==> src/hdl/registerFile.sv <==
`default_nettype none

module registerFile (
	input wire clk,
	input wire reset,
	input wire [4:0] readAddrA, readAddrB,
	input wire writeEnable,
	input wire [4:0] writeAddr,
	input wire [31:0] writeData,
	output logic [31:0] readDataA, readDataB
);

	logic [31:0] registers [32];

	// Register zero is never written, so it keeps its reset value.
	always_ff @(posedge clk) begin
		if (reset) begin
			for (int i = 0; i < 32; i++) begin
				registers[i] <= '0;
			end
		end else if (writeEnable && (writeAddr != 5'd0)) begin
			registers[writeAddr] <= writeData;
		end
	end

	// A read of the register being written this cycle sees the new value.
	// This lets Writeback and Decode share a cycle without a hazard.
	assign readDataA = (readAddrA == 5'd0) ? '0 :
		(writeEnable && (writeAddr == readAddrA)) ? writeData : registers[readAddrA];
	assign readDataB = (readAddrB == 5'd0) ? '0 :
		(writeEnable && (writeAddr == readAddrB)) ? writeData : registers[readAddrB];

endmodule

`default_nettype wire

==> config.mk <==
export PLATFORM = sky130hd
export DESIGN_NAME = registerFile
export DESIGN_NICKNAME = d
export VERILOG_FILES = /design/src/hdl/registerFile.sv
export SDC_FILE = /design/constraint.sdc
export NUM_CORES = 2
export LEC_CHECK = 0
export BUFFER_PORTS_ARGS = -buffer_cell sky130_fd_sc_hd__buf_2
export CAP_MARGIN = 15
export CORE_ASPECT_RATIO = 0.75
export CORE_MARGIN = 3
export CORE_UTILIZATION = 40
export DETAILED_ROUTE_END_ITERATION = 8
export GPL_TIMING_DRIVEN = 0
export PLACE_DENSITY = 0.67
export SETUP_SLACK_MARGIN = 0.1
export SYNTH_ARGS = -nofsm -noshare
export SYNTH_HDL_FRONTEND = slang
export SYNTH_SLANG_ARGS = --single-unit
==> constraint.sdc <==
create_clock -name clk -period 2.8 [get_ports clk]
set_clock_uncertainty 0.1 [all_clocks]
set_input_delay 0.42 -clock clk [delete_from_list [all_inputs] [get_ports clk]]
set_output_delay 0.42 -clock clk [all_outputs]
set_load 0.02 [all_outputs]
==> impl_results.md <==
* Largest net degree at the start of global routing at 33
* CP delay by family, top: compound AO/OA/AOI/OAI gates
* Gpl congestion at approximately 1.1
* Vias in the first global route at 37751
* Internal cell power at 28.1 mW
* # placed instances at 5670
* Area post-placement at 58000 um2
* Register area at 30700 um2
* Syn avg cell area at 14.6 um2
* Dpl ws at -2.28 ns
* Fillcell total at 11380
* Sequential share of power at 0.467
* CP cell instances: mux4_2, a22o_4, a2111oi_4, buf_4, a21oi_2, a22o_1, buf_6
* Die height at between 300 and 400 um
* FMAX at between 300 and 400 MHz
* DRC Markers at 0
* WP data required at 2.28 ns
* Setup TNS Final at -20.23 ns
* M2 GR Usage at 0.432
* Pwr dens at just under 600 nW/um2
* Final ANT Viol Nets at 0
* Clock share of power at 0.365
* Die Area at 141000 um2
* Yosys top cell by area: edfxtp_1
* Cell count after synthesis at 3740
* Synth Register Bits at 1024
* WP buf/inv at 2
* Final Hold Slack at 0.0277 ns
* Synth area leaders: edfxtp_1 (56%), mux4_2 (16%), and2_1 (11%)
* Core area at around 130000 um2
* Critical path arrival at 2.78 ns
* CP max stage delay at 0.50 ns
* Top FF cell, synth: edfxtp_1
* Total gr overflow at 0
* Sw frac at 0.277
* Vias at 39832
* Vias/cell at around 6.7
* Async set or reset register ratio after synthesis at 0
* Hold crit path type: primary input to register
* Final WS setup at -0.498 ns
* Non-filler instance count after layout at 5921
* Number of flip-flops in the largest register at 1024
* Initial DRC Count at 7481
* Final Cycle Share at 1.18
* Comb power frac at 0.168
* # H-tree levels at 3
* Busiest grt layer: met1
* Die X at 433 um
* WL/cell at 40.3 um
* CP Capture Type: primary output
* Relative slew slack at 0.210
* TritonCTS Buffers at 99
* Final hold violations at 0
* GRT met3 Usage at 0.168
* IO buf count at 102
* Top Ports at 114
* Mapped cell area at ~55000 um2
* Cells on Worst Hold Path at 2
* Post-DP HPWL at 169000 um
* Initial core utilization at 0.407
* Status: complete, but fails checks
* Static leakage at ~23 nW
* Layout cell share with drive strength beyond 1 at 0.301
* Library cells used by synthesis at 50
* Nets at 4117
* MaxCap Viol Count at 0
* Min cycle time layout at 3.30 ns
* Final Cell Area at 66000 um2
* Peak VDD IR at between 0.0004 and 0.0005 V
* Critical path startpoint category: register
* Clk slew on worst S/H paths at 0.06 ns
* Slowest CP cell: mux4_2
* Worst-path fanout max at 2
* Root Driver: clkbuf_16
* Sequential share of the synthesized area at 0.562
* Global-route wire length before repair at 317000 um
* Largest reg by FF count: registers
* Global Route Usage Sum at 0.331
* Failing checks: negative setup slack
* Post-synth EDFFs at about 1000
* DR pass1 iterations at 6
* CTS max path bufs at 3
* Layout Area Growth over Synthesis at 20.6%
* Final WL at 239000 um
* Synth top area share at 0.562
* CTS Sinks at around 1000
* Slew @ Worst Pin at 1.18 ns
* RSZ-0062 raised after global routing: true
* Setup Viol. Count Final at 74
* Initial antenna violation count at 8
* Largest regs: registers (1024)
* Row count at 116
* Ys Warns at 0
* Sw power at 10.8 mW
* Grt met1 use at 0.439
* Footprint of the multi-input gates at 24400 um2
* CTS tree: yes
* Kind of critical path: register to primary output
* CP Depth at 7
* Slew Viols, Final at 0
[final timing paths]
check | to | slack (ns) | start
min | registers[5][7] | 0.03 | writeData[7]
max | readDataB[15] | -0.50 | registers[13][15]
[metal layers]
metal,vias up,share of wire
li1,15149,-
met1,20295,0.37
met2,3709,0.39
met3,672,0.18
met4,7,0.071
met5,-,0.00097
[cell usage in the layout, fill, tap and decap left out, drive strengths merged, types with 13 or more instances in the layout]
cell type / Yosys / final
a22oi: 133 / 133
mux4: 388 / 388
clkbuf: 302 / 406
conb: 1 / 32
or2: 33 / 33
o22ai: 41 / 41
and2: 996 / 996
nor2: 43 / 43
clkinv: 0 / 43
a2111oi: 24 / 24
o221ai: 42 / 42
edfxtp: 1024 / 1024
a21oi: 78 / 78
nand2: 35 / 35
a221o: 13 / 13
mux2i: 281 / 281
a22o: 55 / 55
buf: 112 / 311
o221a: 18 / 18
[stage by stage]
step / total power [mW] / util
floorplan: 21.2 / -
global placement: 23.5 / 0.428
detailed placement: 23.6 / 0.431
CTS: 38.3 / 0.485
global route: 39.4 / 0.491
finish: 38.9 / 0.491
[cells in the mapped netlist (4+ instances only)]
cell type	instances
a31oi_1	7
o221a_2	18
a2111oi_0	24
o22ai_1	41
a22oi_1	133
buf_1	16
a21oi_1	78
o221ai_1	42
nand3b_1	5
a221o_1	13
mux4_2	388
o31ai_1	4
nand3_1	12
and2_1	994
xnor2_1	10
or2_2	33
a221oi_1	4
edfxtp_1	1024
mux2_2	5
o32ai_1	4
a211oi_1	7
a22o_1	55
mux2i_1	281
nor2_1	43
o211ai_1	10
clkbuf_1	302
nor2b_1	6
buf_2	69
a32oi_1	9
o21ai_0	9
nand2_1	35
buf_6	5
buf_4	22
[cell type report]
cell class	count	share of cell area
Sequential cell	1024	0.466
Multi-Input combinational cell	2331	0.370
Buffer	413	0.0497
Clock buffer	117	0.0398
Tap cell	1770	0.0336
Timing Repair Buffer	196	0.0317
Clock inverter	64	0.00942
Antenna cell	4	0.000152
Inverter	2	0.000114
[power by group through the flow]
| stage | clock network, mW | registers, mW | logic, mW |
|---|---|---|---|
| after floorplan | 0 | 18.3 | 2.94 |
| after global placement | 0 | 18.4 | 5.05 |
| after detailed placement | 0 | 18.5 | 5.14 |
| after CTS | 14.0 | 18.1 | 6.15 |
| after global routing | 14.6 | 18.2 | 6.57 |
| final | 14.2 | 18.2 | 6.55 |
[timing repair]
| item | in CTS | in global routing |
|---|---|---|
| hold buffers | 6 | 0 |
| endpoints found under the setup margin | 600 | 445 |
| gates resized for setup | 898 | 119 |
| hold endpoints to repair | 6 | 0 |
| setup buffers | 31 | 20 |
| cloned | 6 | 2 |
| pin swaps | 153 | 36 |
[cell families (layout without fill, tap and decap cells)]
family                    after synthesis  after routing  synth area share
DFF                                  1024           1024             0.562
muxes                                 674            674             0.212
xor gates and xnor gates               10             10           0.00160
other                                   1             36         0.0000685
buffers and inverters                 416            792            0.0323
AOI/OAI and AO/OA                     469            469            0.0645
and+or+nand+nor                      1146           1146             0.127
No activity file was read; power rests on OpenSTA's default activity.
