### src/hdl/mipsPkg.sv
`default_nettype none

package mipsPkg;

	// Primary opcode field, bits 31 to 26 of the instruction word.
	typedef enum logic [5:0] {
		rType = 6'h00,
		beq   = 6'h04,
		bne   = 6'h05,
		addi  = 6'h08,
		lw    = 6'h23,
		sw    = 6'h2b
	} opcodeT;

	// Function field of R-type instructions, bits 5 to 0.
	typedef enum logic [5:0] {
		functSyscall = 6'h0c,
		functAdd     = 6'h20,
		functSub     = 6'h22,
		functAnd     = 6'h24,
		functOr      = 6'h25,
		functSlt     = 6'h2a
	} functT;

	// Operation selected for the ALU in the Execute stage.
	typedef enum logic [2:0] {
		aluAdd,
		aluSub,
		aluAnd,
		aluOr,
		aluSlt
	} aluOpT;

	// Registers read by a syscall, and the v0 value that stops the core.
	localparam logic [4:0] regV0 = 5'd2;
	localparam logic [4:0] regA0 = 5'd4;
	localparam logic [31:0] exitCode = 32'd10;

	// Control bits produced in Decode; an all-zero value is a bubble.
	typedef struct packed {
		logic regWrite;
		logic memToReg;
		logic memWrite;
		logic aluSrcImm;
		logic regDstRt;
		logic branch;
		logic branchNotEqual;
		logic syscall;
		aluOpT aluOp;
	} controlT;

	// Decode to Execute stage register.
	typedef struct packed {
		controlT control;
		logic [4:0] rs;
		logic [4:0] rt;
		logic [4:0] writeReg;
		logic [31:0] readDataA;
		logic [31:0] readDataB;
		logic [31:0] immediate;
	} decodeExecuteT;

	// Execute to Memory stage register.
	typedef struct packed {
		logic regWrite;
		logic memToReg;
		logic memWrite;
		logic [4:0] writeReg;
		logic [31:0] aluResult;
		logic [31:0] writeData;
	} executeMemoryT;

	// Memory to Writeback stage register.
	typedef struct packed {
		logic regWrite;
		logic [4:0] writeReg;
		logic [31:0] result;
	} memoryWritebackT;

endpackage

`default_nettype wire
### src/hdl/controlDecoder.sv
`default_nettype none

module controlDecoder (
	input wire mipsPkg::opcodeT opcode,
	input wire mipsPkg::functT funct,
	output mipsPkg::controlT control
);
	import mipsPkg::*;

	always_comb begin
		// Anything not listed below falls through as a no-operation.
		control = '0;
		control.aluOp = aluAdd;
		case (opcode)
			rType: begin
				control.regWrite = 1'b1;
				case (funct)
					functAdd: control.aluOp = aluAdd;
					functSub: control.aluOp = aluSub;
					functAnd: control.aluOp = aluAnd;
					functOr: control.aluOp = aluOr;
					functSlt: control.aluOp = aluSlt;
					functSyscall: begin
						control.regWrite = 1'b0;
						control.syscall = 1'b1;
					end
					default: control.regWrite = 1'b0;
				endcase
			end
			addi: begin
				control.regWrite = 1'b1;
				control.aluSrcImm = 1'b1;
				control.regDstRt = 1'b1;
			end
			lw: begin
				control.regWrite = 1'b1;
				control.memToReg = 1'b1;
				control.aluSrcImm = 1'b1;
				control.regDstRt = 1'b1;
			end
			sw: begin
				control.memWrite = 1'b1;
				control.aluSrcImm = 1'b1;
			end
			beq: control.branch = 1'b1;
			bne: begin
				control.branch = 1'b1;
				control.branchNotEqual = 1'b1;
			end
			default: control = '0;
		endcase
	end

endmodule

`default_nettype wire

### config.mk
export PLATFORM = sky130hd
export DESIGN_NAME = controlDecoder
export DESIGN_NICKNAME = d
export VERILOG_FILES = /design/src/hdl/mipsPkg.sv /design/src/hdl/controlDecoder.sv
export SDC_FILE = /design/constraint.sdc
export NUM_CORES = 1
export LEC_CHECK = 0
export BUFFER_PORTS_ARGS = -buffer_cell sky130_fd_sc_hd__buf_2
export CAP_MARGIN = 20
export CORE_AREA = 5 5 42 44
export DETAILED_ROUTE_END_ITERATION = 12
export DIE_AREA = 0 0 47 49
export MAX_ROUTING_LAYER = met4
export PLACE_DENSITY = 0.41
export SYNTH_ARGS = -nofsm -noshare
export SYNTH_HDL_FRONTEND = slang
export SYNTH_SLANG_ARGS = --single-unit
### constraint.sdc
create_clock -name vclk -period 1.1
set_clock_uncertainty 0.2 [all_clocks]
set_input_delay 0.11 -clock vclk [all_inputs]
set_output_delay 0.11 -clock vclk [all_outputs]
set_load 0.005 [all_outputs]
==> summary.txt <==
Drt
  • Total wire length: 876 um
  • Drt first pass iters: 2
  • Drt wl/cell: 12.2 um
  • Vias per cell: ~4.7
  • Drt first-iter violations: 2
  • Vias: 337
  • Drc violations: 0
  • Antenna Nets Post-Route: 0

Floorplan
  • FP Rows: 14
  • I/O Pins: 23
  • Core area: roughly 1400 um^2
  • Die height: between 40 and 50 um
  • Die X: 47 um
  • Initial core utilization: 0.137
  • Die area: 2300 um^2

Status
  • Violated checks: setup timing
  • Status: complete, but fails checks

Worst setup path
  • Slowest cell delay on critical path: 0.54 ns
  • Critical Setup Path Class: input port to output port
  • Crit-path cells: buf_8 > or4_4 > o21ai_2 > buf_2
  • CP max FO: 5
  • Startpoint types: input port
  • Worst endpoint required time: 0.79 ns
  • CP max-delay cell: or4_4
  • CP arrival: slightly above 1 ns
  • Crit end category: output port

Pwr
  • Worst vdd ir: approximately 0.00012 V
  • Power per cell area: 249 nW/um^2
  • Pleak: 0.226 nW
  • Total power: 120 uW

Yosys
  • Syn Nets: 40
  • Sequential element share of the synthesized area: 0
  • Yosys warning count: 0
  • Mapped Area: 191 um^2
  • Cells after synthesis: 28
  • Netlist cell types: 21
  • Mean Syn Cell Area: 6.84 um^2

Global route
  • Initial antenna violation count: 0
  • First-pass GRT wire length: around 1.4 mm
  • Vias in the first global route: 345
  • Grt ovf: 0
  • GRT Total Usage: 0.0799
  • Pin count of the biggest net entering global routing: 6

Finish
  • Commonest non-fill, non-tap cell in the layout: buf_2
  • Area grow syn2layout: 152%
  • Layout cells sized above 1: 0.750
  • Clock buffer count: 0
  • Core Util, Final: 0.344
  • FFs & Latches: 0
  • FF+latch area: 0 um^2
  • Fin nets: 70
  • Final antenna diode count: 0
  • Most frequent cells in the layout: buf_2 (17), buf_6 (6), buf_8 (3)

Timing
  • Final-report setup violation count: 11
  • Maximum achievable frequency: approximately 750 MHz
  • Final worst path period share: 1.21
  • Max-Slew Margin vs Limit: 0.804
  • Unrepaired setup endpoints after global routing: yes
  • Crit path time final: roughly 1.3 ns
  • Actual slew at the worst max-slew pin: between 0.2 and 0.3 ns
  • Final Hold Viols: 0
  • Slew Limit Fails: 0
  • Final setup margin: -0.226 ns

Place
  • Port Buffers: 23
  • Placer Congestion: 0.667
  • Hpwl dp: 690 um

Clock network
  • Hold buffers post-CTS: 0

Hold path
  • Hold Path Class: input port to output port

Run
  • Max-cap viol count: 0
## stage by stage
step | setup WS [ns] | area (um^2) | hold WS [ns] | cells | TNS [ns]
detailed placement | -0.258 | 357 | 0.299 | 71 | -1.73
global placement | -0.285 | 357 | 0.302 | 71 | -1.79
floorplan | -0.0164 | 191 | 0.0435 | 28 | -0.0228
global route | -0.267 | 482 | 0.328 | 72 | -1.75
finish | -0.226 | 482 | 0.297 | 72 | -1.13
CTS | -0.219 | 452 | 0.298 | 71 | -1.12
## area by class of cell
type	count	area, um^2
Tap cell	16	20.0
Inverter	2	7.51
Timing Repair Buffer	28	213
Multi-Input combinational cell	26	241
Fill cell	169	920
## worst max-delay path, delay by kind of cell
kind,cells,cell delay [ns]
and+or+nand+nor,1,0.54
AOI/OAI and AO/OA,1,0.13
buffers and inverters,2,0.23
## worst paths after layout
check                      from          end  slack [ns]  cells after the start
worst max-delay path  opcode[0]  control[10]       -0.23                      4
worst min-delay path   funct[5]   control[3]        0.30                      3
## timing repair
action / 4_1_cts / 5_1_grt
resized for setup: 20 / 6
setup endpoints to repair: 10 / 11
setup buffers: 0 / 1
gates cloned: 0 / 0
pin swaps: 8 / 3
## routing by layer
| metal | track usage | share of wire |
|---|---|---|
| met5 | - | 0 |
| met2 | 0.122 | 0.45 |
| met1 | 0.120 | 0.45 |
| met3 | 0.00738 | 0.095 |
| met4 | 0 | 0 |
## cells by family after synthesis
logic type | count (synthesis) | share of synthesized area
muxes | 1 | 0.0523
and+or+nand+nor | 20 | 0.732
buffers and inverters | 2 | 0.0392
AOI/OAI and AO/OA | 5 | 0.176
## cell usage after synthesis, drive strengths merged
cell     count  share of area
a22oi        1          0.039
o2111ai      1          0.046
nor3b        2          0.078
mux2i        1          0.052
or4          1          0.059
nor2         2          0.039
o21a         1          0.039
nor4b        1          0.046
nor4         2          0.065
and3         3           0.11
a21oi        1          0.026
nand4        1          0.033
nand4b       1          0.046
and2         2          0.065
o21ai        1          0.026
nor2b        1          0.033
nor3         3           0.13
nand3        1          0.026
inv          2          0.039
## report_power, final
group,switching [mW],leakage [nW],internal [mW]
Clock,0,0,0
Combinational,0.0543,0.226,0.0657
Sequential,0,0,0
No activity file was read; power rests on OpenSTA's default activity.
