--- src/hdl/mipsPkg.sv ---
`default_nettype none

package mipsPkg;

	// Primary opcode field, bits 31 to 26 of the instruction word.
	typedef enum logic [5:0] {
		rType = 6'h00,
		beq   = 6'h04,
		bne   = 6'h05,
		addi  = 6'h08,
		lw    = 6'h23,
		sw    = 6'h2b
	} opcodeT;

	// Function field of R-type instructions, bits 5 to 0.
	typedef enum logic [5:0] {
		functSyscall = 6'h0c,
		functAdd     = 6'h20,
		functSub     = 6'h22,
		functAnd     = 6'h24,
		functOr      = 6'h25,
		functSlt     = 6'h2a
	} functT;

	// Operation selected for the ALU in the Execute stage.
	typedef enum logic [2:0] {
		aluAdd,
		aluSub,
		aluAnd,
		aluOr,
		aluSlt
	} aluOpT;

	// Registers read by a syscall, and the v0 value that stops the core.
	localparam logic [4:0] regV0 = 5'd2;
	localparam logic [4:0] regA0 = 5'd4;
	localparam logic [31:0] exitCode = 32'd10;

	// Control bits produced in Decode; an all-zero value is a bubble.
	typedef struct packed {
		logic regWrite;
		logic memToReg;
		logic memWrite;
		logic aluSrcImm;
		logic regDstRt;
		logic branch;
		logic branchNotEqual;
		logic syscall;
		aluOpT aluOp;
	} controlT;

	// Decode to Execute stage register.
	typedef struct packed {
		controlT control;
		logic [4:0] rs;
		logic [4:0] rt;
		logic [4:0] writeReg;
		logic [31:0] readDataA;
		logic [31:0] readDataB;
		logic [31:0] immediate;
	} decodeExecuteT;

	// Execute to Memory stage register.
	typedef struct packed {
		logic regWrite;
		logic memToReg;
		logic memWrite;
		logic [4:0] writeReg;
		logic [31:0] aluResult;
		logic [31:0] writeData;
	} executeMemoryT;

	// Memory to Writeback stage register.
	typedef struct packed {
		logic regWrite;
		logic [4:0] writeReg;
		logic [31:0] result;
	} memoryWritebackT;

endpackage

`default_nettype wire
--- src/hdl/alu.sv ---
`default_nettype none

module alu (
	input wire [31:0] operandA,
	input wire [31:0] operandB,
	input wire mipsPkg::aluOpT aluOp,
	output logic [31:0] result
);
	import mipsPkg::*;

	always_comb begin
		case (aluOp)
			aluAdd: result = operandA + operandB;
			aluSub: result = operandA - operandB;
			aluAnd: result = operandA & operandB;
			aluOr: result = operandA | operandB;
			// Two's complement comparison, as slt is a signed compare.
			aluSlt: result = ($signed(operandA) < $signed(operandB)) ? 32'd1 : 32'd0;
			default: result = '0;
		endcase
	end

endmodule

`default_nettype wire

--- config.mk ---
export PLATFORM = sky130hd
export DESIGN_NAME = alu
export DESIGN_NICKNAME = d
export VERILOG_FILES = /design/src/hdl/mipsPkg.sv /design/src/hdl/alu.sv
export SDC_FILE = /design/constraint.sdc
export NUM_CORES = 1
export LEC_CHECK = 0
export BUFFER_PORTS_ARGS = -buffer_cell sky130_fd_sc_hd__buf_2
export CORE_MARGIN = 1.5
export CORE_UTILIZATION = 50
export DETAILED_ROUTE_END_ITERATION = 12
export GPL_ROUTABILITY_DRIVEN = 0
export PLACE_DENSITY = 0.8
export SYNTH_ARGS = -nofsm -noshare
export SYNTH_HDL_FRONTEND = slang
export SYNTH_SLANG_ARGS = --single-unit
--- constraint.sdc ---
create_clock -name vclk -period 4.7
set_input_delay 0.47 -clock vclk [all_inputs]
set_output_delay 0.47 -clock vclk [all_outputs]
set_load 0.05 [all_outputs]
==> results of run 1 <==
-- worst max-delay path, delay by kind of cell --
kind,cells,cell delay (ns)
and+or+nand+nor,2,0.69
buffers and inverters,3,0.38
AOI/OAI and AO/OA,6,1.37
adders and majority gates,1,0.44
muxes,1,0.35
-- area by class of cell --
class,instances,area share
multi-input combinational,608,0.806
timing repair buffer,103,0.0986
inverter,92,0.0648
tap,129,0.0303
-- cells by family after synthesis --
| logic type | after synthesis |
|---|---|
| AOI/OAI and AO/OA | 254 |
| and+or+nand+nor | 218 |
| buffers and inverters | 135 |
| adders and majority gates | 107 |
| xor gates and xnor gates | 22 |
| muxes | 7 |
-- worst paths after layout --
check	from	endpoint	depth (start not counted)
worst max-delay path	operandA[16]	result[30]	13
worst min-delay path	aluOp[1]	result[6]	4
-- power by group through the flow --
stage	registers (uW)	logic, uW	clock network, uW
2_1_floorplan	0	534	0
3_3_place_gp	0	693	0
3_5_place_dp	0	697	0
4_1_cts	0	701	0
5_1_grt	0	777	0
6_report	0	710	0
-- synthesized netlist by cell type, types with 13 or more instances --
cell      count
o21bai_1     16
nor2b_1      14
nor2_1       83
nor3_1       16
a21o_1       20
o211ai_1     13
inv_1        91
xnor2_1      16
a21oi_1      69
ha_1        105
clkbuf_1     28
a211oi_1     22
o21ai_0      41
nand2_1      51
-- layer usage --
| layer | wire [um] | vias up |
|---|---|---|
| li1 | - | 2725 |
| met1 | 6190 | 2477 |
| met2 | 5890 | 202 |
| met3 | 770 | 21 |
| met4 | 268 | 0 |
| met5 | 0 | - |
-- per-stage QoR --
stage,total power [uW],hold WS (ns)
2_1_floorplan,534,1.44
5_1_grt,777,1.56
3_3_place_gp,693,1.55
3_5_place_dp,697,1.54
6_report,710,1.54
4_1_cts,701,1.54
==> metrics.txt, run 1 <==
post-synthesis xor/xnor area fraction=0.0400; Slew Limit Fails=0; Syn Nets=between 900 and 1000; internal power=between 200 and 250 uW; Final Core Density=0.574; Seq Cell Count=0; Clk pwr share=0; Die Wd=101 um; Worst EP required=around 4.2 ns; RSZ-0062 raised after global routing=no; Compound-Gate Fraction of Synth Area=0.346; Final Cell Area=approximately 5300 um^2; ANT cells=0; initial cell density of the core=0.519; area leader, netlist=ha_1; mux cell area share after synthesis=0.0151; Post-DP HPWL=10500 um; Final Worst Setup Slack=0.525 ns; final setup violating endpoints=0; top-area cell type share of the netlist area=0.273; vias per inst=around 5.8; Multi-input gate area=approximately 4300 um^2; Syn Inst Count=743; Clock Buffer Count=0; Storage cell area=0 um^2; vias in the first global route=4661; GRT busiest layer=met2; Rel. slew slack=0.439; WL final=13100 um; total gr overflow=0; Cells after DPL=between 900 and 1000; number of instances resized during post-cts repair=0; I/O Buffers=just under 100; final std cells w/o fill=a little over 900; pwr dens=approximately 130 nW/um^2; core area=roughly 9300 um^2; Critical Path Sink Type=output port; Critical Path Fanout Max=13; I/O Pins=99; most frequent cells in the layout=ha_1, buf_2, inv_1; Via Count=approximately 5400; row count=35; fillers=978; Comb pwr share=1.000; simple-gate portion of the synthesized area=0.209; cts hold-fix bufs=0; layout cell share with drive strength beyond 1=0.141; synth top area cells=ha_1, a21oi_1, inv_1; Post-Synth Adder-Cell Area=0.281; drt first-iter violations=about 270; critical path arrival=about 3.7 ns; fin crit share=0.888; Tmin final=4.18 ns; Net Sw Frac=0.650; largest net degree at the start of global routing=between 50 and 60; Synth Area per Inst=between 6 and 7 um^2; wire per inst=14.1 um; Syn. warnings=0; VDD IR max=a little over 0.07 mV; leading cell type in the layout, fill and taps excluded=ha_1; CP most frequent cell=buf_2; CP Class=in2out; DRC Markers=0; TNS Setup=0 ns; run status=complete, no violations; DRT Pass-1 Iters=5; Final ANT Viol Nets=0; Layout area overhead=10.5%; largest stage delay on the critical path=between 0.4 and 0.5 ns; Netlist Area Pre-Place=about 4800 um^2; met2 Usage GRT=0.414; Fin. Hold Viols=0; die area=a little over 10000 um^2; first-pass GRT wire length=21400 um; fmax=about 0.24 GHz; post-synthesis sequential area ratio=0; met1 usage=0.348; Setup Buffers After CTS=0; placed cell area=approximately 5300 um^2; LEAKAGE=approximately 0.0028 uW; switching power total=roughly 460 uW; Unique masters post-synth=between 60 and 70; Die Y=between 100 and 150 um; max cap viols=0; worst-margin pin slew=between 0.8 and 0.9 ns; gr usage total=0.246; M3 GR Usage=0.0117; sequential share of power=0; initial antenna violation count=0; Nets=979; Setup WS pre-CTS=~0.6 ns; CP Launch Type=primary input; worst min-delay path class=in2out; largest family of logic cells by synthesized area=compound AO/OA/AOI/OAI gates; Crit-path slowest cell=or3_1; critical path, cell by cell=buf_2 -> inv_1 -> ha_1 -> or3_1 -> o21a_1 -> a31oi_1 -> o41ai_1 -> o31ai_2 -> and2_1 -> o211ai_1 -> mux2_1 -> o211a_1 -> buf_2
Power figures use the tool's default switching activity.
==> run 2, diff against run 1 <==
--- a/config.mk
+++ b/config.mk
@@ -6,7 +6,7 @@
 export NUM_CORES = 1
 export LEC_CHECK = 0
 export BUFFER_PORTS_ARGS = -buffer_cell sky130_fd_sc_hd__buf_2
-export CORE_MARGIN = 1.5
+export CORE_MARGIN = 8
 export CORE_UTILIZATION = 50
 export DETAILED_ROUTE_END_ITERATION = 12
 export GPL_ROUTABILITY_DRIVEN = 0
==> constraint.sdc (replaced) <==
create_clock -name vclk -period 4.4
set_input_delay 0.44 -clock vclk [all_inputs]
set_output_delay 0.44 -clock vclk [all_outputs]
set_load 0.05 [all_outputs]
==> metrics.txt, run 2 (synthesis gave the netlist of run 1 again) <==
run status=complete, no violations; RSZ-0062 raised after global routing=no; most frequent cells in the layout=ha_1, buf_2, inv_1; die area=13000 um^2; Nets=980; CP top delay family=compound AO/OA/AOI/OAI gates; number of instances resized during post-cts repair=0; Cells after DPL=around 940; worst min-delay path class=in2out; final std cells w/o fill=approximately 940; Slew Limit Fails=0; worst-margin pin slew=0.891 ns; Pwr Total=between 700 and 800 uW; cts hold-fix bufs=0; VDD IR max=approximately 0.074 mV; CP Launch Type=primary input; largest stage delay on the critical path=around 0.43 ns; leading cell type in the layout, fill and taps excluded=ha_1; wire per inst=between 15 and 20 um; critical path, cell by cell=buf_2 -> inv_1 -> ha_1 -> or3_1 -> o21a_1 -> a31oi_1 -> o41ai_1 -> o31ai_2 -> and2_1 -> o211ai_1 -> mux2_1 -> o211a_1 -> buf_2; Final ANT Viol Nets=0; total gr overflow=0; first-pass GRT wire length=around 24000 um; Worst Hold Depth=6; Tmin final=4.06 ns; TNS Setup=0 ns; Fin. Hold Viols=0; Die Y=between 100 and 150 um; I/O Buffers=~100; row count=36; initial antenna violation count=0; Critical Path Fanout Max=12; Critical Path Sink Type=output port; ANT cells=0; crit path buf inv count=3; pwr dens=~140 nW/um^2; CP most frequent cell=buf_2; Die Wd=114 um; Seq Cell Count=0; Worst EP required=roughly 4.0 ns; largest net degree at the start of global routing=46; layout cell share with drive strength beyond 1=0.142; Crit-path slowest cell=ha_1; WL final=14100 um; fmax=between 0.2 and 0.25 GHz; Via Count=around 5400; Storage cell area=0 um^2; vias in the first global route=about 5300; Worst Hold End=result[0]; CP Class=in2out; Setup Buffers After CTS=0; I/O Pins=between 90 and 100; fin crit share=0.924; vias per inst=between 5 and 6; HP Start=operandA[30]; critical path arrival=3.62 ns; Post-DP HPWL=11400 um; drt first-iter violations=roughly 300; Final Core Density=0.559; Rel. slew slack=0.406; Worst Hold Margin=1.54 ns; final setup violating endpoints=0; gr usage total=0.212; DRC Markers=0; core area=9550 um^2; Layout area overhead=10.8%; LEAKAGE=0.00276 uW; max cap viols=0; Clock Buffer Count=0; DRT Pass-1 Iters=5; initial cell density of the core=0.505
==> run 2: cell type report <==
cell class / count / area [um^2]
inverter: 92 / 345
timing repair buffer: 104 / 533
multi-input combinational: 608 / 4300
tap: 133 / 166
fill: 957 / 4210
==> run 2: through the flow <==
| step | setup slack, ns | instance area [um^2] |
|---|---|---|
| floorplan | 0.436 | 4820 |
| global placement | 0.459 | 5340 |
| detailed placement | 0.411 | 5340 |
| CTS | 0.402 | 5340 |
| global route | 0.142 | 5340 |
| finish | 0.336 | 5340 |
==> run 2: power by group <==
group / switching [uW] / internal (uW)
Combinational: 498 / 267
Sequential: 0 / 0
Clock: 0 / 0
Total: 498 / 267
==> run 2: how the worst max path moves through the flow <==
stage,from,end,cells after the start
detailed placement,operandA[17],result[30],13
finish,operandA[17],result[30],13
floorplan,operandA[9],result[23],12
CTS,operandA[17],result[30],13
global route,operandA[17],result[30],13
global placement,operandA[17],result[30],13
==> run 2: per-layer routing <==
layer | up-vias | track usage | routed length, um
met3 | 37 | 0.0285 | 1020
met4 | 0 | 0.0603 | 400
li1 | 2723 | - | -
met1 | 2450 | 0.261 | 6070
met5 | - | 0 | 0
met2 | 214 | 0.374 | 6570
==> run 2: tightest hold or removal path, cell delays in order <==
cell and delay (ns):
buf_2 0.10, ha_1 0.15, nor3_1 0.05, o21ai_1 0.06, a31oi_1 0.09, buf_2 0.20
