[config.mk]
export PLATFORM = sky130hd
export DESIGN_NAME = pipelineDatapath
export DESIGN_NICKNAME = d
export VERILOG_FILES = /design/src/hdl/mipsPkg.sv /design/src/hdl/pipelineDatapath.sv
export SDC_FILE = /design/constraint.sdc
export NUM_CORES = 1
export LEC_CHECK = 0
export BUFFER_PORTS_ARGS = -buffer_cell sky130_fd_sc_hd__buf_4
export CAP_MARGIN = 20
export CELL_PAD_IN_SITES_DETAIL_PLACEMENT = 0
export CELL_PAD_IN_SITES_GLOBAL_PLACEMENT = 1
export CORE_ASPECT_RATIO = 1.2
export CORE_MARGIN = 8
export CORE_UTILIZATION = 40
export CTS_BUF_LIST = sky130_fd_sc_hd__clkbuf_8
export CTS_CLUSTER_SIZE = 14
export DETAILED_ROUTE_END_ITERATION = 16
export PLACE_DENSITY = 0.88
export SYNTH_ARGS = -nofsm -noshare
export SYNTH_HDL_FRONTEND = slang
export SYNTH_SLANG_ARGS = --single-unit
[constraint.sdc]
create_clock -name clk -period 4.1 [get_ports clk]
set_clock_uncertainty 0.1 [all_clocks]
set_input_delay 0 -clock clk [delete_from_list [all_inputs] [get_ports clk]]
set_output_delay 0 -clock clk [all_outputs]
set_load 0.02 [all_outputs]
[src/hdl/mipsPkg.sv]
`default_nettype none

package mipsPkg;

	// Primary opcode field, bits 31 to 26 of the instruction word.
	typedef enum logic [5:0] {
		rType = 6'h00,
		beq   = 6'h04,
		bne   = 6'h05,
		addi  = 6'h08,
		lw    = 6'h23,
		sw    = 6'h2b
	} opcodeT;

	// Function field of R-type instructions, bits 5 to 0.
	typedef enum logic [5:0] {
		functSyscall = 6'h0c,
		functAdd     = 6'h20,
		functSub     = 6'h22,
		functAnd     = 6'h24,
		functOr      = 6'h25,
		functSlt     = 6'h2a
	} functT;

	// Operation selected for the ALU in the Execute stage.
	typedef enum logic [2:0] {
		aluAdd,
		aluSub,
		aluAnd,
		aluOr,
		aluSlt
	} aluOpT;

	// Registers read by a syscall, and the v0 value that stops the core.
	localparam logic [4:0] regV0 = 5'd2;
	localparam logic [4:0] regA0 = 5'd4;
	localparam logic [31:0] exitCode = 32'd10;

	// Control bits produced in Decode; an all-zero value is a bubble.
	typedef struct packed {
		logic regWrite;
		logic memToReg;
		logic memWrite;
		logic aluSrcImm;
		logic regDstRt;
		logic branch;
		logic branchNotEqual;
		logic syscall;
		aluOpT aluOp;
	} controlT;

	// Decode to Execute stage register.
	typedef struct packed {
		controlT control;
		logic [4:0] rs;
		logic [4:0] rt;
		logic [4:0] writeReg;
		logic [31:0] readDataA;
		logic [31:0] readDataB;
		logic [31:0] immediate;
	} decodeExecuteT;

	// Execute to Memory stage register.
	typedef struct packed {
		logic regWrite;
		logic memToReg;
		logic memWrite;
		logic [4:0] writeReg;
		logic [31:0] aluResult;
		logic [31:0] writeData;
	} executeMemoryT;

	// Memory to Writeback stage register.
	typedef struct packed {
		logic regWrite;
		logic [4:0] writeReg;
		logic [31:0] result;
	} memoryWritebackT;

endpackage

`default_nettype wire
[src/hdl/pipelineDatapath.sv]
`default_nettype none

module pipelineDatapath (
	input wire clk,
	input wire reset,
	output logic [31:0] pc,
	input wire [31:0] instruction,
	input wire [31:0] regReadDataA, regReadDataB,
	output mipsPkg::opcodeT opcode,
	output mipsPkg::functT funct,
	input wire mipsPkg::controlT control,
	output logic [31:0] operandA, operandB,
	output mipsPkg::aluOpT aluOp,
	input wire [31:0] aluResult,
	output logic [31:0] memAddress, memWriteData,
	output logic memWriteEnable,
	input wire [31:0] memReadData,
	output logic [4:0] rsDecode, rtDecode,
	output logic branchDecode, syscallDecode,
	output logic [4:0] rsExecute, rtExecute, writeRegExecute,
	output logic memToRegExecute, regWriteExecute,
	output logic [4:0] writeRegMemory,
	output logic memToRegMemory, regWriteMemory,
	output logic [4:0] writeRegWriteback,
	output logic regWriteWriteback,
	input wire stallFetch, stallDecode, flushExecute,
	input wire forwardDecodeA, forwardDecodeB,
	input wire [1:0] forwardExecuteA, forwardExecuteB,
	output logic writeValid,
	output logic [4:0] writeReg,
	output logic [31:0] writeData,
	output logic syscallValid,
	output logic [31:0] syscallCode, syscallArg,
	output logic halted
);
	import mipsPkg::*;

	// Fetch to Decode register. An all-zero word decodes as a bubble.
	logic [31:0] decodeInstr;
	logic [31:0] decodePcPlus4;
	decodeExecuteT decodeExecute;
	executeMemoryT executeMemory;
	memoryWritebackT memoryWriteback;

	logic [31:0] immediate, branchTarget;
	logic [31:0] branchA, branchB;
	logic [31:0] executeA, executeB;
	logic branchTaken;
	logic exitTaken;

	// A syscall has no register fields, so Decode reads v0 and a0 in their place.
	assign opcode = opcodeT'(decodeInstr[31:26]);
	assign funct = functT'(decodeInstr[5:0]);
	assign rsDecode = control.syscall ? regV0 : decodeInstr[25:21];
	assign rtDecode = control.syscall ? regA0 : decodeInstr[20:16];
	assign branchDecode = control.branch;
	assign syscallDecode = control.syscall;
	assign immediate = {{16{decodeInstr[15]}}, decodeInstr[15:0]};

	// Branches resolve here, with ALU results forwarded back from Memory.
	assign branchTarget = decodePcPlus4 + {immediate[29:0], 2'b00};
	assign branchA = forwardDecodeA ? executeMemory.aluResult : regReadDataA;
	assign branchB = forwardDecodeB ? executeMemory.aluResult : regReadDataB;
	assign branchTaken = control.branch && !stallDecode &&
		((branchA != branchB) == control.branchNotEqual);

	// The syscall reports as it leaves Decode, once the hazard unit lets it go.
	assign syscallValid = control.syscall && !stallDecode;
	assign syscallCode = regReadDataA;
	assign syscallArg = regReadDataB;
	assign exitTaken = syscallValid && (regReadDataA == exitCode);

	// A taken branch or an exit squashes the word just fetched.
	always_ff @(posedge clk) begin
		if (reset) begin
			pc <= '0;
			decodeInstr <= '0;
			decodePcPlus4 <= '0;
		end else begin
			if (!stallFetch && !halted) begin
				pc <= branchTaken ? branchTarget : pc + 32'd4;
			end
			if (!stallDecode) begin
				decodeInstr <= (branchTaken || exitTaken || halted) ? '0 : instruction;
				decodePcPlus4 <= pc + 32'd4;
			end
		end
	end

	always_ff @(posedge clk) begin
		if (reset) begin
			halted <= 1'b0;
		end else if (exitTaken) begin
			halted <= 1'b1;
		end
	end

	// Stalls leave a bubble here while Decode holds its instruction.
	always_ff @(posedge clk) begin
		if (reset || flushExecute) begin
			decodeExecute <= '0;
		end else begin
			decodeExecute.control <= control;
			decodeExecute.rs <= rsDecode;
			decodeExecute.rt <= rtDecode;
			decodeExecute.writeReg <= control.regDstRt ? decodeInstr[20:16] : decodeInstr[15:11];
			decodeExecute.readDataA <= regReadDataA;
			decodeExecute.readDataB <= regReadDataB;
			decodeExecute.immediate <= immediate;
		end
	end

	// Select 2 takes Memory, 1 takes Writeback, 0 keeps the register file value.
	assign executeA = (forwardExecuteA == 2'd2) ? executeMemory.aluResult :
		(forwardExecuteA == 2'd1) ? memoryWriteback.result : decodeExecute.readDataA;
	assign executeB = (forwardExecuteB == 2'd2) ? executeMemory.aluResult :
		(forwardExecuteB == 2'd1) ? memoryWriteback.result : decodeExecute.readDataB;

	assign operandA = executeA;
	assign operandB = decodeExecute.control.aluSrcImm ? decodeExecute.immediate : executeB;
	assign aluOp = decodeExecute.control.aluOp;
	assign rsExecute = decodeExecute.rs;
	assign rtExecute = decodeExecute.rt;
	assign writeRegExecute = decodeExecute.writeReg;
	assign memToRegExecute = decodeExecute.control.memToReg;
	assign regWriteExecute = decodeExecute.control.regWrite;

	// The store data is the forwarded rt value, not the immediate operand.
	always_ff @(posedge clk) begin
		if (reset) begin
			executeMemory <= '0;
		end else begin
			executeMemory.regWrite <= decodeExecute.control.regWrite;
			executeMemory.memToReg <= decodeExecute.control.memToReg;
			executeMemory.memWrite <= decodeExecute.control.memWrite;
			executeMemory.writeReg <= decodeExecute.writeReg;
			executeMemory.aluResult <= aluResult;
			executeMemory.writeData <= executeB;
		end
	end

	assign memAddress = executeMemory.aluResult;
	assign memWriteData = executeMemory.writeData;
	assign memWriteEnable = executeMemory.memWrite;
	assign writeRegMemory = executeMemory.writeReg;
	assign memToRegMemory = executeMemory.memToReg;
	assign regWriteMemory = executeMemory.regWrite;

	always_ff @(posedge clk) begin
		if (reset) begin
			memoryWriteback <= '0;
		end else begin
			memoryWriteback.regWrite <= executeMemory.regWrite;
			memoryWriteback.writeReg <= executeMemory.writeReg;
			memoryWriteback.result <= executeMemory.memToReg ? memReadData :
				executeMemory.aluResult;
		end
	end

	// Writes to register zero are dropped and never reported.
	assign writeRegWriteback = memoryWriteback.writeReg;
	assign regWriteWriteback = memoryWriteback.regWrite;
	assign writeReg = memoryWriteback.writeReg;
	assign writeData = memoryWriteback.result;
	assign writeValid = memoryWriteback.regWrite && (memoryWriteback.writeReg != 5'd0);

endmodule

`default_nettype wire

==> metrics.cfg <==
[critical_path]
arrival_ps=4190
critPathKind=flip-flop to flip-flop
crit_buf_inv=2
reg2regPathDepth=11
crit_chain=mux2_2, a221o_1, o311ai_0, nor4_1, nand4_1, nor3_2, mux2i_4, buf_4, a32oi_1, dlygate4sd3_1, nor2_1
cp-start-kind=flip-flop
cp.depth=11
slowest_stage=dlygate4sd3_1
cp-end-kind=flip-flop
critical_path.top_delay_family=simple AND/OR/NAND/NOR gates
critPathMaxFanout=20
max_stage_delay_ps=610
cp.required_ps=4520

[hold_path]
holdCritPathClass=input port to flip-flop
whs_path_depth=3

[route]
wl_met1_um=26460
wl_met2_um=34240
wl_met3_um=5793
drt_iter0_drc=1033
wl_per_cell_um=22.94
top_layer_used=met5
wirelength_um=69690
vias=16850
vias_per_cell=5.545
ant_nets=0
post-route-drc-count=0
dr.pass1.iters=5

[logic_synthesis]
synth.top_cell.area_share_pct=37.76
synth_top_area_cell=dfxtp_1
ys_seq_elements=309
syn_area_per_cell_um2=8.573
synthCells=1911
synth-main-ff-cell=dfxtp_1
ys_async_sr_fraction_pct=0
synth_edf_count=0
ys_seq_area_share_pct=37.76
synthTopCellsByArea=dfxtp_1, mux2i_1, nor2_1
ys.warnings.count=0
synth_nets=2124
yosysUniqueCellTypes=68
netlist_area_um2=16380

[timing]
setup_violations=0
fmax_mhz=265.2
min_period_over_period_pct=91.95
rsz0062_at_grt=false
finalHoldViolCount=0
relSlewSlack_pct=27.91
holdWs_ps=56.66
fin_crit_ps=3770
tightest_slew_ps=1081
maxSlewViolCount=0
setup_tns_ps=0

[run]
drv_cap=0

[clock_network]
ctsHtreeMaxLevel=2
clk_path_buf_depth=3
cts_root_buf=clkbuf_8
numCtsBuffers=53
cts_tree=done
clk_latency_ps=610
clock_sinks=309
path_clk_slew_ps=70

[final_layout]
num_antenna_cells=0
synthToLayoutAreaGrowth_pct=39.80
drive_gt1_share_pct=25.77
fin_area_um2=22900
final_nets=2688

[pwr]
leakagePower_nw=9.855
powerDensity_nw_per_um2=328.0
power.total_mw=7.512
vdd_ir_drop_max_mv=0.2397

[die]
core-area_um2=40640
start_util_pct=40.31
num_io_pins=504
dieArea_um2=47720
dieHeight_um=237.7
dieWidth_um=200.7
rows=81

[run_status]
status=finished clean

[global_routing]
grt_pass1_vias=16900
grt_pass1_wl_um=103800
grt_max_degree=100
antenna_found_initial=2
track_usage_pct=27.53
grt-ovfl-total=0

[placement]
hpwlAfterDp_um=49590
gp_congestion=0.9377
portBuffers=503
dpl_cell_area_um2=19710

## per-stage QoR
stage                     utilization, %  setup slack (ps)  instances
after floorplan                        -              1341       1911
after CTS                          56.28             203.5       3034
after detailed placement           48.51             341.8       2732
after global routing               56.36             108.4       3038
after global placement             48.51             416.0       2732
final                              56.36             329.9       3038
## cell usage after synthesis (23+ instances only)
library cell and n:
a211oi_1 42, a21oi_1 93, a221o_1 27, a221oi_1 25, a32oi_1 34, and2_1 98, buf_4 103, clkbuf_1 107
dfxtp_1 309, ha_1 30, inv_1 38, mux2_2 35, mux2i_1 90, nand2_1 96, nand3_1 31, nor2_1 207
nor2b_1 99, nor3_1 24, nor4_1 23, o211ai_1 30, o21ai_0 83, o221ai_1 26, xnor2_1 60
## logic make-up (layout without fill, tap and decap cells)
group	count (synthesis)	after routing	share of synthesized area [%]
AND/OR/NAND/NOR	645	645	19.87
AO/OA/AOI/OAI	439	439	18.75
flip-flops	309	309	37.76
buffers and inverters	280	868	8.920
multiplexers	125	125	7.904
XOR/XNOR	82	82	4.384
adder cells (fa/ha/maj)	31	31	2.413
## metal layers
metal | vias up | global-route usage, %
met5 | - | 0
met4 | 4 | 12.28
met3 | 166 | 7.463
met2 | 763 | 48.16
met1 | 8081 | 31.09
li1 | 7831 | -
## sequential cells by signal (all words and copies together), names as in the netlist, 32 cells and up
name and flops:
pc 32, decodeExecute 82, decodeInstr 32, memWriteData 32, memAddress 32, writeData 32
decodePcPlus4 32
## cell type report
type                            count  area [µm²]
Timing Repair Buffer              749        6200
Fill cell                        3586       17740
Clock inverter                     17       72.57
Inverter                           40       150.1
Clock buffer                       62       853.3
Tap cell                          539       674.4
Sequential cell                   309        6188
Multi-Input combinational cell   1322        8766
## tightest hold or removal path, stage by stage
cell and delay (ps):
dlygate4sd3_1 530, buf_4 100, and2_1 100
## repair_timing
item	CTS	global route
resized for setup	0	0
endpoints found under the hold margin	240	1
buffers inserted	0	3
hold buffers	223	1
setup endpoints to repair	0	15
## final timing paths
kind | startpoint | endpoint | slack, ps
worst min-delay path | control[2] | aluOp[2] | 60
worst max register to register | memAddress[11] | decodeInstr[24] | 330
worst min register to register | decodeExecute[119] | memWriteEnable | 350
worst max-delay path | memAddress[11] | decodeInstr[24] | 330
## placed cells by master, fill, tap and decap left out, types with 7 or more instances in the layout
cell type / n
or3_1: 7
nand2_1: 96
buf_4: 523
nor2b_1: 99
nand4_1: 10
a221o_1: 27
and3_1: 17
o221ai_1: 26
mux2i_1: 89
dlygate4sd3_1: 224
a221oi_1: 25
a31oi_1: 7
nand3_1: 31
o311ai_0: 10
a21oi_1: 93
nor3_1: 24
xnor2_1: 60
mux2_2: 35
nor2_1: 204
a21o_1: 10
ha_1: 30
inv_1: 50
dfxtp_1: 307
o211ai_1: 30
o21ai_0: 83
a211oi_1: 42
xor2_1: 22
a32oi_1: 34
clkbuf_8: 62
nor4_1: 23
and2_1: 98
## report_power, final
part | switching (mW) | leakage [nW] | total, mW | internal [mW]
logic | 0.926 | 6.80 | 1.67 | 0.744
registers | 0.119 | 2.53 | 3.25 | 3.13
clock network | 1.25 | 0.525 | 2.59 | 1.34
total | 2.30 | 9.85 | 7.51 | 5.22
(Power assumes the default switching activity.)
