File: config.mk
export PLATFORM = sky130hd
export DESIGN_NAME = hazardUnit
export DESIGN_NICKNAME = d
export VERILOG_FILES = /design/src/hdl/mipsPkg.sv /design/src/hdl/hazardUnit.sv
export SDC_FILE = /design/constraint.sdc
export NUM_CORES = 1
export LEC_CHECK = 0
export ABC_AREA = 1
export BUFFER_PORTS_ARGS = -buffer_cell sky130_fd_sc_hd__buf_2
export CAP_MARGIN = 20
export CORE_UTILIZATION = 42
export DETAILED_ROUTE_END_ITERATION = 6
export PLACE_DENSITY = 0.77
export SYNTH_ARGS = -nofsm -noshare
export SYNTH_HDL_FRONTEND = slang
export SYNTH_SLANG_ARGS = --single-unit
File: constraint.sdc
create_clock -name vclk -period 1.3
set_clock_uncertainty 0.1 [all_clocks]
set_input_delay 0.195 -clock vclk [all_inputs]
set_output_delay 0.195 -clock vclk [all_outputs]
set_load 0.02 [all_outputs]
File: src/hdl/mipsPkg.sv
`default_nettype none

package mipsPkg;

	// Primary opcode field, bits 31 to 26 of the instruction word.
	typedef enum logic [5:0] {
		rType = 6'h00,
		beq   = 6'h04,
		bne   = 6'h05,
		addi  = 6'h08,
		lw    = 6'h23,
		sw    = 6'h2b
	} opcodeT;

	// Function field of R-type instructions, bits 5 to 0.
	typedef enum logic [5:0] {
		functSyscall = 6'h0c,
		functAdd     = 6'h20,
		functSub     = 6'h22,
		functAnd     = 6'h24,
		functOr      = 6'h25,
		functSlt     = 6'h2a
	} functT;

	// Operation selected for the ALU in the Execute stage.
	typedef enum logic [2:0] {
		aluAdd,
		aluSub,
		aluAnd,
		aluOr,
		aluSlt
	} aluOpT;

	// Registers read by a syscall, and the v0 value that stops the core.
	localparam logic [4:0] regV0 = 5'd2;
	localparam logic [4:0] regA0 = 5'd4;
	localparam logic [31:0] exitCode = 32'd10;

	// Control bits produced in Decode; an all-zero value is a bubble.
	typedef struct packed {
		logic regWrite;
		logic memToReg;
		logic memWrite;
		logic aluSrcImm;
		logic regDstRt;
		logic branch;
		logic branchNotEqual;
		logic syscall;
		aluOpT aluOp;
	} controlT;

	// Decode to Execute stage register.
	typedef struct packed {
		controlT control;
		logic [4:0] rs;
		logic [4:0] rt;
		logic [4:0] writeReg;
		logic [31:0] readDataA;
		logic [31:0] readDataB;
		logic [31:0] immediate;
	} decodeExecuteT;

	// Execute to Memory stage register.
	typedef struct packed {
		logic regWrite;
		logic memToReg;
		logic memWrite;
		logic [4:0] writeReg;
		logic [31:0] aluResult;
		logic [31:0] writeData;
	} executeMemoryT;

	// Memory to Writeback stage register.
	typedef struct packed {
		logic regWrite;
		logic [4:0] writeReg;
		logic [31:0] result;
	} memoryWritebackT;

endpackage

`default_nettype wire
File: src/hdl/hazardUnit.sv
`default_nettype none

module hazardUnit (
	input wire [4:0] rsDecode, rtDecode,
	input wire branchDecode,
	input wire syscallDecode,
	input wire [4:0] rsExecute, rtExecute, writeRegExecute,
	input wire memToRegExecute,
	input wire regWriteExecute,
	input wire [4:0] writeRegMemory,
	input wire memToRegMemory,
	input wire regWriteMemory,
	input wire [4:0] writeRegWriteback,
	input wire regWriteWriteback,
	output logic stallFetch,
	output logic stallDecode,
	output logic flushExecute,
	output logic forwardDecodeA, forwardDecodeB,
	output logic [1:0] forwardExecuteA, forwardExecuteB
);
	import mipsPkg::*;

	logic loadUseStall;
	logic branchStall;
	logic syscallStall;
	logic stall;

	// True when a stage with this write enable and destination produces the source.
	// Register zero is never a real dependency.
	function automatic logic produces(input logic enable, input logic [4:0] dest,
			input logic [4:0] source);
		return enable && (dest != 5'd0) && (dest == source);
	endfunction

	// True when a stage is about to write one of the two syscall registers.
	function automatic logic writesSyscallReg(input logic enable, input logic [4:0] dest);
		return enable && ((dest == regV0) || (dest == regA0));
	endfunction

	// A load in Execute has no data until Memory, so a dependent Decode must wait.
	assign loadUseStall = memToRegExecute &&
		(produces(regWriteExecute, writeRegExecute, rsDecode) ||
		produces(regWriteExecute, writeRegExecute, rtDecode));

	// Branches compare in Decode, so an ALU result still in Execute or a load
	// still in Memory is too late for them.
	assign branchStall = branchDecode &&
		(produces(regWriteExecute, writeRegExecute, rsDecode) ||
		produces(regWriteExecute, writeRegExecute, rtDecode) ||
		produces(memToRegMemory && regWriteMemory, writeRegMemory, rsDecode) ||
		produces(memToRegMemory && regWriteMemory, writeRegMemory, rtDecode));

	// A syscall reads v0 and a0 straight from the register file.
	// It waits until every older writer of those registers has retired.
	assign syscallStall = syscallDecode &&
		(writesSyscallReg(regWriteExecute, writeRegExecute) ||
		writesSyscallReg(regWriteMemory, writeRegMemory) ||
		writesSyscallReg(regWriteWriteback, writeRegWriteback));

	assign stall = loadUseStall || branchStall || syscallStall;

	// Fetch and Decode hold while Execute takes a bubble.
	assign stallFetch = stall;
	assign stallDecode = stall;
	assign flushExecute = stall;

	// Branch operands can take an ALU result from Memory.
	assign forwardDecodeA = produces(regWriteMemory, writeRegMemory, rsDecode);
	assign forwardDecodeB = produces(regWriteMemory, writeRegMemory, rtDecode);

	// Memory is younger than Writeback, so its value wins.
	assign forwardExecuteA = produces(regWriteMemory, writeRegMemory, rsExecute) ? 2'd2 :
		produces(regWriteWriteback, writeRegWriteback, rsExecute) ? 2'd1 : 2'd0;
	assign forwardExecuteB = produces(regWriteMemory, writeRegMemory, rtExecute) ? 2'd2 :
		produces(regWriteWriteback, writeRegWriteback, rtExecute) ? 2'd1 : 2'd0;

endmodule

`default_nettype wire

==> results.toml, run 1 <==
[status]
status = "complete, but fails checks"
violations = "setup timing"

[power]
powerDensity_nw_per_um2 = 329
power_frac_comb_pct = 100.0
power.internal_w = 0.000268
pwr-share-clk_pct = 0
p_switching_w = 0.000258
seqPwrFrac_pct = 0
ir_worst_vdd_mv = 0.206
p_sw_share_pct = 49.1
p_total_w = 0.000526
leakagePower_nw = 0.873

[cells_and_area]
n_fill_cell = 137
nNetsFinal = 269
fin_util_pct = 82.4
multi_input_area_sq_um = 866
areaGrowthSynthToFinish_pct = 84.8
mostFrequentLayoutCells = "54 x nand2_1, 26 x buf_2, 23 x buf_6, 14 x inv_2, 13 x buf_4"
instances_no_fill = 252
seqCellArea_sq_um = 0
nClkBuffers = 0
layout_commonest_cell = "nand2_1"
drive_gt1_share_pct = 51.6
antennaDiodeCount = 0
n_sequential_cell = 0

[routing]
drt_iter0_markers = 15
vias = 1191
avgViaCountPerCell = 4.73
wl_per_cell_um = 12.3
ant_nets = 0
drc = 0
dr.pass1.iters = 4
wl_um = 3100

[timing]
rsz0062_at_grt = "true"
worstMarginPinSlew_ns = 0.263
slew_headroom_pct = 82.4
period_minus_slack_ns = 1.55
finalHoldViolations = 0
period_share_pct = 119
fmax_mhz = 644
setup_viol = 8
setup_ws_ns = -0.253
drv_slew = 0

[floorplanning]
start_util_pct = 44.6
core_area_sq_um = 1940
rows = 16
dieArea_sq_um = 2250
boundaryPins = 51
dieWidth_um = 47.4
die_h_um = 47.4

[critical_path]
critPathMaxFanout = 4
crit_slowest_cell = "xnor2_1"
cp_cell_sequence = "buf_2 -> xnor2_1 -> nand3_1 -> nor3_2 -> nand2_1 -> nor2_1 -> buf_4"
max_stage_delay_ns = 0.20
critPathArrivalTime_ns = 1.26
cp-start-kind = "input port"
cp-end-kind = "output pin"
cp_data_required_time_ns = 1.00
crit_type = "input port to output pin"

[placement]
place_inst = 250
gp_congestion = 0.826
portBuffers = 51
hpwl_um = 2000

[synth]
yosysSeqAreaShare_pct = 0
syn_area_per_cell_sq_um = 5.28
yosysWarnings = 0
netlist_area_sq_um = 866
syn-num-nets = 206
synth_cell_types = 21
syn-instance-count = 164

[grt]
antenna_found_initial = 0
grt.total_usage_pct = 25.4
first_global_vias = 1032
grt_pass1_wl_um = 4060
grt_max_degree = 9
grt.overflow.total = 0

[clock_network]
cts-hold-fix-buffers = 0

[job]
cap_violations = 0

[hold_path]
hold_class = "input port to output pin"
through the flow:
step	hold slack (ns)	worst slack (ns)	TNS (ns)	area, sq um
5_1_grt	0.640	-0.324	-1.68	1600
3_5_place_dp	0.635	-0.235	-1.48	1230
2_1_floorplan	0.403	-0.104	-0.287	910
4_1_cts	0.624	-0.137	-0.720	1480
6_report	0.617	-0.253	-0.990	1600
3_3_place_gp	0.629	-0.207	-1.34	1230
worst paths after layout:
kind                  cells past startpoint            endpoint                 start  slack, ns
worst max-delay path                      7  forwardExecuteB[0]  writeRegWriteback[4]      -0.25
worst min-delay path                      4          stallFetch          branchDecode       0.62
kinds of logic after synthesis:
family,Yosys count,share of synthesized area (%)
buffers and inverters,34,19.1
XOR/XNOR,25,25.3
AND/OR/NAND/NOR,102,52.0
AO/OA/AOI/OAI,3,3.61
layer usage:
metal  global-route usage, %  vias to the layer above  wire (um)
li1                        -                      617          -
met2                    52.9                       36       1780
met3                   0.769                        6         98
met5                       0                        -          0
met4                    3.43                        0         51
met1                    28.2                      532       1170
power groups by stage:
stage          Sequential, W  Combinational, W  Clock (W)
3_5_place_dp               0          0.000378          0
2_1_floorplan              0          0.000238          0
3_3_place_gp               0          0.000372          0
6_report                   0          0.000526          0
4_1_cts                    0          0.000467          0
5_1_grt                    0          0.000569          0
repair_timing:
action,CTS,global route
setup buffers,2,1
setup endpoints to repair,9,9
gates resized for setup,61,35
pin swaps,31,28
cell type report:
| class | instances | share of cell area [%] |
|---|---|---|
| multi-input combinational | 130 | 54.1 |
| timing repair buffer | 68 | 37.3 |
| tap | 27 | 2.11 |
| inverter | 27 | 6.49 |
cell usage after synthesis, drive strengths merged:
master	n	area [sq um]
a21oi	1	5.00
buf	7	63.8
inv	27	101
nand2	63	241
nand3	10	50.1
nand4	4	31.3
nor2	17	71.3
nor3	4	25.0
nor4	1	12.5
o21ai	1	5.00
o31ai	1	21.3
or2	3	18.8
xnor2	15	131
xor2	10	87.6
worst max-delay path, delay by kind of cell:
kind / cells / cell delay [ns]
buf+inv: 2 / 0.31
simple gates: 4 / 0.56
xor+xnor: 1 / 0.20
No activity file was read; power rests on OpenSTA's default activity.
==> inputs of run 2 (changes only) <==
--- a/config.mk
+++ b/config.mk
@@ -8,9 +8,9 @@
 export ABC_AREA = 1
 export BUFFER_PORTS_ARGS = -buffer_cell sky130_fd_sc_hd__buf_2
 export CAP_MARGIN = 20
-export CORE_UTILIZATION = 42
+export CORE_UTILIZATION = 30
 export DETAILED_ROUTE_END_ITERATION = 6
-export PLACE_DENSITY = 0.77
+export PLACE_DENSITY = 0.57
 export SYNTH_ARGS = -nofsm -noshare
 export SYNTH_HDL_FRONTEND = slang
 export SYNTH_SLANG_ARGS = --single-unit
==> run 2 against run 1 <==
Effect of this change: the run still ends with setup timing left; cell area is 5.5% higher; hold slack hardly changed; critical path depth is 1 lower; fmax is 6.6% higher; via count is 2.6% lower; combinational power is 3% higher; sequential cell count stayed put; total power is 3.2% higher; non-clock buffer count stayed put; highest routed layer unchanged.
==> results.toml, run 2 (same netlist as run 1, synthesis figures left out) <==
[routing]
vias = 1160
wl_per_cell_um = 10.8
avgViaCountPerCell = 4.53
drt_iter0_markers = 13
drc = 0
ant_nets = 0
wl_um = 2780
dr.pass1.iters = 4

[placement]
place_area_sq_um = 1230
pre_cts_ws_ns = -0.234
place_inst = 254
gp_congestion = 0.829
portBuffers = 51
hpwl_um = 2110

[timing]
rsz0062_at_grt = "true"
fin_tns_setup_ns = -0.632
setup_ws_ns = -0.158
drv_slew = 0
fmax_mhz = 686
setup_viol = 7
period_share_pct = 112
finalHoldViolations = 0
slew_headroom_pct = 84.2
period_minus_slack_ns = 1.46
worstMarginPinSlew_ns = 0.236

[cells_and_area]
multi_input_area_sq_um = 896
mostFrequentLayoutCells = "51 x nand2_1, 27 x buf_6, 20 x buf_2, 15 x inv_2, 13 x buf_4"
n_fill_cell = 251
design_area_sq_um = 1690
antennaDiodeCount = 0
nClkBuffers = 0
seqCellArea_sq_um = 0
nNetsFinal = 269
areaGrowthSynthToFinish_pct = 94.9
drive_gt1_share_pct = 55.6
instances_no_fill = 256
n_sequential_cell = 0
layout_commonest_cell = "nand2_1"

[power]
ir_worst_vdd_mv = 0.195
p_total_w = 0.000543
leakagePower_nw = 0.900
powerDensity_nw_per_um2 = 322

[hold_path]
min_from = "branchDecode"
whs_path_depth = 4
min_to = "flushExecute"
hold_class = "input port to output pin"

[job]
cap_violations = 0

[critical_path]
cp-end-kind = "output pin"
cp-start-kind = "input port"
critPathArrivalTime_ns = 1.16
cp_data_required_time_ns = 1.00
critPathMaxFanout = 4
crit_type = "input port to output pin"

[floorplanning]
dieArea_sq_um = 3100
core_area_sq_um = 2730
dieWidth_um = 55.7
start_util_pct = 31.7
rows = 19
boundaryPins = 51
die_h_um = 55.7

[clock_network]
cts-hold-fix-buffers = 0

[grt]
grt.overflow.total = 0
grt.total_usage_pct = 17.1
first_global_vias = 1086
grt_pass1_wl_um = 4420
antenna_found_initial = 0
grt_max_degree = 9

[status]
violations = "setup timing"
status = "complete, but fails checks"
## run 2: cell counts in the layout (fill, tap and decap cells not counted)
Identical to the previous run, type by type.
## run 2: routing by layer
layer,GRT usage [%],share of wire (%),wire length (um),up-vias
met1,20.1,39,1080,495
met2,34.4,54,1500,43
met5,0,0,0,-
li1,-,-,-,616
met3,0.930,5.0,138,6
met4,2.14,2.2,61,0
## run 2: layout make-up
class / instances / share of cell area [%]
multi-input cells: 130 / 53.1
repair buffers: 68 / 38.0
inverters: 27 / 6.60
well taps: 31 / 2.30
## run 2: worst max path at each step
| stage | startpoint | end | slack, ns | cells after the start |
|---|---|---|---|---|
| after CTS | writeRegWriteback[3] | forwardExecuteB[0] | -0.14 | 7 |
| final | writeRegWriteback[1] | forwardExecuteA[0] | -0.16 | 6 |
| after floorplan | writeRegMemory[3] | forwardExecuteB[0] | -0.10 | 4 |
| after global routing | writeRegWriteback[1] | forwardExecuteA[0] | -0.18 | 6 |
| after detailed placement | writeRegExecute[4] | stallDecode | -0.23 | 10 |
| after global placement | writeRegExecute[4] | flushExecute | -0.23 | 10 |
## run 2: timing repair
item	in CTS	in global routing
gates resized for setup	71	54
endpoints found under the setup margin	9	9
cloned	0	0
pin swaps	34	40
buffers inserted	1	1
## run 2: metrics by stage
stage	hold slack [ns]	utilization [%]
CTS	0.624	55.1
global route	0.630	61.7
detailed placement	0.635	45.1
floorplan	0.403	-
global placement	0.632	45.1
finish	0.617	61.7
## run 2: critical path: stages
cell and delay [ns]:
buf_4 0.14, or2_1 0.24, o31ai_4 0.25, buf_4 0.17
nor3_4 0.04, buf_6 0.13
## run 2: power by group
part           internal, W  switching (W)
sequential               0              0
clock                    0              0
combinational     0.000289       0.000254
